[src/gnn_pkg.sv]
package gnn_pkg;

    // element and lane sizes
    localparam int FV_SIZE           = 16;
    localparam int MULT_PER_PE       = 4;
    localparam int MAX_FV_NUM        = 16;
    localparam int MAX_WEIGHT_LAYERS = 4;

    // one sram line holds one beat of lanes
    localparam int WEIGHT_SRAM_BW = MULT_PER_PE * FV_SIZE;

    localparam int NUM_CHUNKS = MAX_FV_NUM / MULT_PER_PE;
    localparam int CHUNK_W    = $clog2(NUM_CHUNKS);
    localparam int LAYER_W    = $clog2(MAX_WEIGHT_LAYERS);
    localparam int LANE_SH    = $clog2(MULT_PER_PE);

    // address is {layer, chunk}
    localparam int WADDR_W    = LAYER_W + CHUNK_W;
    localparam int SRAM_DEPTH = 1 << WADDR_W;

    // count holds 0..MAX_FV_NUM, index holds 0..MAX_FV_NUM-1
    localparam int FV_CNT_W = $clog2(MAX_FV_NUM) + 1;
    localparam int FV_IDX_W = $clog2(MAX_FV_NUM);

    // full product and room for MAX_FV_NUM of them
    localparam int PROD_W = 2 * FV_SIZE;
    localparam int ACC_W  = PROD_W + $clog2(MAX_FV_NUM);

    typedef logic signed [FV_SIZE-1:0] elem_t;

    // lane i sits in bits 16i+15:16i of a line
    typedef elem_t [MULT_PER_PE-1:0] lane_vec_t;

    // index of the last chunk for a given vector length
    function automatic logic [CHUNK_W-1:0] last_chunk_of(input logic [FV_CNT_W-1:0] num_fv);
        logic [FV_CNT_W-1:0] chunks;
        chunks = (num_fv >> LANE_SH) - 1'b1;
        return chunks[CHUNK_W-1:0];
    endfunction

endpackage
[src/feature_streamer.sv]
module feature_streamer
    import gnn_pkg::*;
(
    input  logic                      clk,
    input  logic                      reset,
    input  logic                      fire,
    input  logic [LAYER_W-1:0]        num_layers,
    input  logic [FV_CNT_W-1:0]       num_fv,
    input  logic                      fload_en,
    input  logic [CHUNK_W-1:0]        fload_addr,
    input  logic [WEIGHT_SRAM_BW-1:0] fload_data,
    output logic                      feat_valid,
    output lane_vec_t                 feat_lanes
);

    lane_vec_t          feat_mem [NUM_CHUNKS];
    logic               run;
    logic [CHUNK_W-1:0] chunk;
    logic [LAYER_W-1:0] pass;
    logic [CHUNK_W-1:0] last_chunk;
    logic               active;
    logic               fire_ok;

    // pipe matched to address reg and sram read
    logic               v1, v2;
    lane_vec_t          d1, d2;

    assign last_chunk = last_chunk_of(num_fv);

    // idle once the last beat has gone out, same window as busy
    assign active  = run | v1 | v2 | feat_valid;
    assign fire_ok = fire & ~active;

    always_ff @(posedge clk) begin
        if (fload_en) begin
            feat_mem[fload_addr] <= lane_vec_t'(fload_data);
        end
    end

    // one pass over the chunks per layer
    always_ff @(posedge clk) begin
        if (reset) begin
            run   <= 1'b0;
            chunk <= '0;
            pass  <= '0;
        end else if (fire_ok) begin
            run   <= 1'b1;
            chunk <= '0;
            pass  <= '0;
        end else if (run) begin
            if (chunk == last_chunk) begin
                chunk <= '0;
                if (pass == num_layers) begin
                    run  <= 1'b0;
                    pass <= '0;
                end else begin
                    pass <= pass + 1'b1;
                end
            end else begin
                chunk <= chunk + 1'b1;
            end
        end
    end

    always_ff @(posedge clk) begin
        if (reset) begin
            v1         <= 1'b0;
            v2         <= 1'b0;
            feat_valid <= 1'b0;
        end else begin
            v1         <= run;
            v2         <= v1;
            feat_valid <= v2;
        end
    end

    always_ff @(posedge clk) begin
        d1         <= feat_mem[chunk];
        d2         <= d1;
        feat_lanes <= d2;
    end

endmodule

[config.mk]
export PLATFORM = sky130hd
export DESIGN_NAME = feature_streamer
export DESIGN_NICKNAME = d
export VERILOG_FILES = /design/src/gnn_pkg.sv /design/src/feature_streamer.sv
export SDC_FILE = /design/constraint.sdc
export NUM_CORES = 1
export LEC_CHECK = 0
export ABC_AREA = 0
export BUFFER_PORTS_ARGS = -buffer_cell sky130_fd_sc_hd__clkbuf_2
export CAP_MARGIN = 20
export CORE_ASPECT_RATIO = 0.9
export CORE_MARGIN = 4
export CORE_UTILIZATION = 35
export DETAILED_ROUTE_END_ITERATION = 8
export GPL_TIMING_DRIVEN = 0
export SYNTH_ARGS = -nofsm -noshare
export SYNTH_HDL_FRONTEND = slang
export SYNTH_SLANG_ARGS = --single-unit
[constraint.sdc]
create_clock -name clk -period 6.71 [get_ports clk]
set_input_delay 0 -clock clk [delete_from_list [all_inputs] [get_ports clk]]
set_output_delay 0 -clock clk [all_outputs]
set_load 0.005 [all_outputs]
# After elaboration in Yosys (flattened, before gate mapping)
# Memories as Yosys holds them, arrays and structs flattened. A register that Yosys moved wholly into a read port is not among the register bits.
# Cells that the tools add are included.
# word_totals
reg_bits	136
ram_bits	256
input_bits	77
output_inout_bits	65
wordCells	35
memories	1
# classes
n_addsub	3
n_eq_ne	2
muxes	8
bitwise	5
reduce_logical	2
# mem_list
memory	depth	word_bits	read_ports	rd_clocked_by_memory_dff	wr	line	rtl
feat_mem	4	64	1	1	1	feature_streamer.sv:16	lane_vec_t feat_mem [NUM_CHUNKS];
# ops
cell	count
$mux 1	6
$add 2x1->2 const B	2
$eq 2x2->1	2
$mux 2	2
$or 1x1->1	3
$reduce_and 2->1	1
$reduce_or 2->1	1
$sub 2x1->2 const B	1
$and 1x1->1	1
$not 1->1	1

# Logic depth before layout (Yosys ltp)
# logic_depth
ltp_word	6
mapped_depth	6
mapped_depth_nobuf	4

# Worst setup path before layout
# Ideal clock, no wire load.
# synth_path
path_type	in2reg
start	input fload_addr[1]
end	memory feat_mem[0][0] in the netlist's numbering (enable)
setup_time_ns	0.579
t_arrival_ns	4.702
t_required_ns	6.131
setup_slack_ns	1.429
cell_stages	1
path_buffers	0
cell_sequence	nor3b_1
# synth_rtl
element	line	rtl
from (decl)	feature_streamer.sv:10	input logic [CHUNK_W-1:0] fload_addr,
to (decl)	feature_streamer.sv:16	
# Straight into the memory's write port.

# Final worst setup path
# layout_path
start	register chunk[0]
end	register chunk[1]
# layout_via
elab_chain_cells	2
word_cells_on_any_way	3
cone_classes	1 x add/sub; 1 x eq/ne; 1 x mux
# layout_lines
element	line	rtl
from (decl)	feature_streamer.sv:18	logic [CHUNK_W-1:0] chunk;
from (signal assigned)	feature_streamer.sv:60	chunk <= chunk + 1'b1;
$add 2x1->2 / $eq 2x2->1 (equally long branches)	feature_streamer.sv:60, feature_streamer.sv:51	
$mux 2 (*)	feature_streamer.sv:51	if (chunk == last_chunk) begin
# Mark *: on every way between the ends. The rest lies on a longest branch, timed or not.
# A chain may end at the register's enable or synchronous reset.

==> flow_summary_export.csv <==
group,metric,value,unit
outcome,outcome,"completed",
yosys,post_synth_and_or_nand_nor_area_fraction,0.00817,
sta,final.min_clock_period,2420,ps
power_and_ir_drop,cell_int_power,0.00480,W
floorplan,floorplan.die_area,0.0417,mm^2
sta,timing.max_slew.rel_slack,0.456,
critical_path,timing.critical_path.cells,"buf_2 -> buf_2 -> a21o_1 -> dlygate4sd3_1 -> a311oi_1 -> dlygate4sd3_1",
power_and_ir_drop,power_leakage,6.29,nW
yosys,compound_gate_fraction_of_synth_area,0.00576,
power_and_ir_drop,total_switching_power,0.00115,W
cts,ctsHtreeMaxLevel,2,
detailed_routing,post_drt_via_cell_ratio,4.40,
yosys,adder_and_majority_cell_fraction_of_the_synthesized_area,0,
hold_path,timing.hold.worst.class,"in2reg",
critical_path,startpoint_of_the_worst_slack_reg_to_reg_timing_path,"chunk[0]",
global_route,global_route.usage.total,0.115,
sta,fmax,414,MHz
placed_design,detailedPlace.worstSlack,4880,ps
power_and_ir_drop,power_frac_clock,0.423,
critical_path,worst_r2r_path_depth,6,
floorplan,design.core.area,0.0376,mm^2
cts,clockRootBuffer,"clkbuf_16",
detailed_routing,postRouteAntennaNets,0,
job,cap_violations,0,
yosys,synth_xor_xnor_area_share,0.00251,
global_route,grt_pass1_vias,6402,
power_and_ir_drop,cellPowerDensity,345,mW/mm^2
power_and_ir_drop,combPwrFrac,0.043,
finish,final_cell_mix,"edfxtp_1, dfxtp_1, clkbuf_2",
sta,worst_clock_skew,8.65,ps
floorplan,fp.dieW,215,um
finish,final_common_cell,"edfxtp_1",
critical_path,worstPathArrival,2840,ps
cts,clock_path_buffers,3,
sta,setup_viol,0,
sta,fin_ws,4290,ps
detailed_routing,detailed_route_iter0_violations,278,
cts,clock_latency,540,ps
critical_path,endpoint_kind,"flop",
sta,timing_max_transition_violations_final,0,
power_and_ir_drop,power.sequential.fraction,0.534,
placed_design,port_buffers,138,
finish,final_area,0.0173,mm^2
yosys,yosysSeqAreaShare,0.867,
floorplan,die-height,194,um
placed_design,area_post_placement,0.0150,mm^2
detailed_routing,detailed_routing_iteration_count_for_the_pre_antenna_repair_pass,4,
floorplan,ioPinCount,142,
yosys,yosys_warnings,0,
yosys,post_synth_mux_area_share,0.110,
hold_path,min_path_cells,3,
power_and_ir_drop,swShare,0.193,
cts,post_cts_resized,0,
critical_path,cp.required,7140,ps
floorplan,starting_density,0.358,
yosys,synthesis.area_per_instance,23.5,um^2
hold_path,min-delay-start,"fload_en",
yosys,synth_top_family_by_area,"multiplexers",
placed_design,routabilityCongestion,0.660,
yosys,synth_cell_types,25,
critical_path,critical_path_start_end_classification,"reg2reg",
critical_path,timing.critical_path.slowest_stage_cell,"dlygate4sd3_1",
sta,final_min_period_over_clock_period,0.360,
finish,num-nets-final,925,
critical_path,crit-reg2reg-capture,"chunk[1]",
sta,rsz0062_at_grt,"no",
yosys,syn_inst_count,574,
cts,clock_tree_from_tritoncts,"done",
global_route,antenna_found_initial,0,
critical_path,r2r_setup_slack,4290,ps
detailed_routing,routedWlPerCell,17.5,um
yosys,ys_seq_elements,456,
sta,final-hold-violation-count,0,
finish,fraction_of_final_layout_cells_sized_beyond_drive_strength_1,0.345,
placed_design,dpl.hpwl,14.1,mm
critical_path,timing.critical_path.from_type,"flop",
detailed_routing,route.detailed.drc,0,
yosys,mappedNetlistNets,651,
yosys,mappedNetlistArea,0.0135,mm^2
detailed_routing,wirelength,23.8,mm
cts,cts_buffers,45,
critical_path,path_max_fanout,10,
critical_path,worst_path_largest_cell_delay,560,ps
global_route,gr-total-overflow,0,
finish,final.fill_count,3140,
floorplan,num_rows,67,
power_and_ir_drop,power.ir.vdd_worst,0.158,mV
global_route,global_route_wire_length_before_repair,37.3,mm
sta,worstMarginPinSlew,815,ps
global_route,largest_net_degree_at_the_start_of_global_routing,49,
finish,flow.area_growth_from_synthesis,28.2,%
detailed_routing,detailroute.via_count,6006,
cts,clock-sinks,456,
hold_path,min_to,"feat_mem[0][40]",
cts,clk_pin_slew_worst_paths,60,ps
==> power by group through the flow <==
| stage | clock network [W] | logic [W] | registers [W] |
|---|---|---|---|
| CTS | 0.00261 | 0.000263 | 0.00318 |
| detailed placement | 0 | 0.000225 | 0.00324 |
| floorplan | 0 | 0.000103 | 0.00323 |
| finish | 0.00252 | 0.000257 | 0.00318 |
| global route | 0.00273 | 0.000282 | 0.00319 |
| global placement | 0 | 0.000209 | 0.00324 |
==> critical path, delay by kind of cell (launching register included) <==
kind,cells,cell delay (ps)
buffers and inverters,4,1790
DFF,1,300
AOI/OAI and AO/OA,2,200
==> worst max-delay path by stage <==
stage / start / endpoint / slack, ps / cells after the start
after floorplan: fload_addr[1] / feat_mem[0][0] / 1430 / 1
after global placement: fload_addr[1] / feat_mem[0][12] / -3480 / 2
after detailed placement: chunk[0] / d1[5] / 4880 / 3
after CTS: chunk[0] / chunk[1] / 4280 / 6
after global routing: chunk[0] / chunk[1] / 4160 / 6
final: chunk[0] / chunk[1] / 4290 / 6
==> metrics by stage <==
step | cells | utilization | hold WS [ps] | setup TNS (ps) | power, W
final | 1366 | 0.459 | 77.9 | 0 | 0.00595
after global routing | 1365 | 0.459 | 52.1 | 0 | 0.00620
after CTS | 1365 | 0.459 | 26.2 | 0 | 0.00605
after detailed placement | 1208 | 0.399 | 220 | 0 | 0.00347
after global placement | 1195 | 0.393 | 220 | -222160 | 0.00345
after floorplan | 574 | - | 69.1 | 0 | 0.00334
==> cells in the mapped netlist <==
| master | instances | area share |
|---|---|---|
| a21oi_1 | 2 | 0.00074 |
| nand2_1 | 4 | 0.0011 |
| inv_1 | 2 | 0.00056 |
| o41ai_2 | 1 | 0.0012 |
| nor4_1 | 1 | 0.00046 |
| and3_1 | 1 | 0.00046 |
| a211o_1 | 1 | 0.00065 |
| nor2b_1 | 6 | 0.0028 |
| xnor2_1 | 2 | 0.0013 |
| edfxtp_1 | 256 | 0.57 |
| mux2i_1 | 4 | 0.0030 |
| dfxtp_1 | 200 | 0.30 |
| and3b_1 | 1 | 0.00065 |
| clkbuf_1 | 2 | 0.00056 |
| a21o_1 | 3 | 0.0017 |
| a31oi_1 | 1 | 0.00046 |
| buf_2 | 14 | 0.0052 |
| nor2_1 | 2 | 0.00056 |
| o21ai_0 | 1 | 0.00037 |
| xnor2_2 | 1 | 0.0012 |
| a311oi_1 | 1 | 0.00065 |
| mux4_2 | 64 | 0.11 |
| nand3b_1 | 2 | 0.0011 |
| nand2b_1 | 1 | 0.00046 |
| nor3b_1 | 1 | 0.00056 |
==> cell families (layout without fill, tap and decap cells) <==
group | after synthesis | in the layout
XOR/XNOR | 3 | 3
buffers and inverters | 18 | 326
AND/OR/NAND/NOR | 19 | 19
flip-flops | 456 | 456
multiplexers | 68 | 68
AO/OA/AOI/OAI | 10 | 10
other | 0 | 1
==> registers in the layout, indices dropped and copies added, names as in the netlist <==
signal	count
feat_valid	1
run	1
v1	1
chunk	2
d1	64
d2	64
feat_mem	256
v2	1
pass	2
feat_lanes	64
==> repair_timing <==
item / CTS / global route
endpoints found under the hold margin: 278 / 0
hold buffers: 76 / 0
buffers inserted: 0 / 0
==> routing by layer <==
layer  share of wire  track usage  vias to the layer above
li1                -            -                     2788
met1            0.47        0.156                     3042
met2            0.46        0.182                      134
met3           0.047       0.0279                       42
met4           0.025       0.0451                        0
met5               0            0                        -
==> final cells by class <==
class | instances | area [um^2] | share of cell area
sequential | 456 | 11700 | 0.677
multi-input combinational | 100 | 1720 | 0.0998
timing repair buffer | 227 | 1660 | 0.0961
clock buffer | 63 | 1280 | 0.0744
tap | 483 | 604 | 0.0350
clock inverter | 18 | 224 | 0.0130
buffer | 16 | 77.6 | 0.00449
inverter | 2 | 7.51 | 0.000435
antenna | 1 | 2.50 | 0.000145
(Power assumes the default switching activity.)
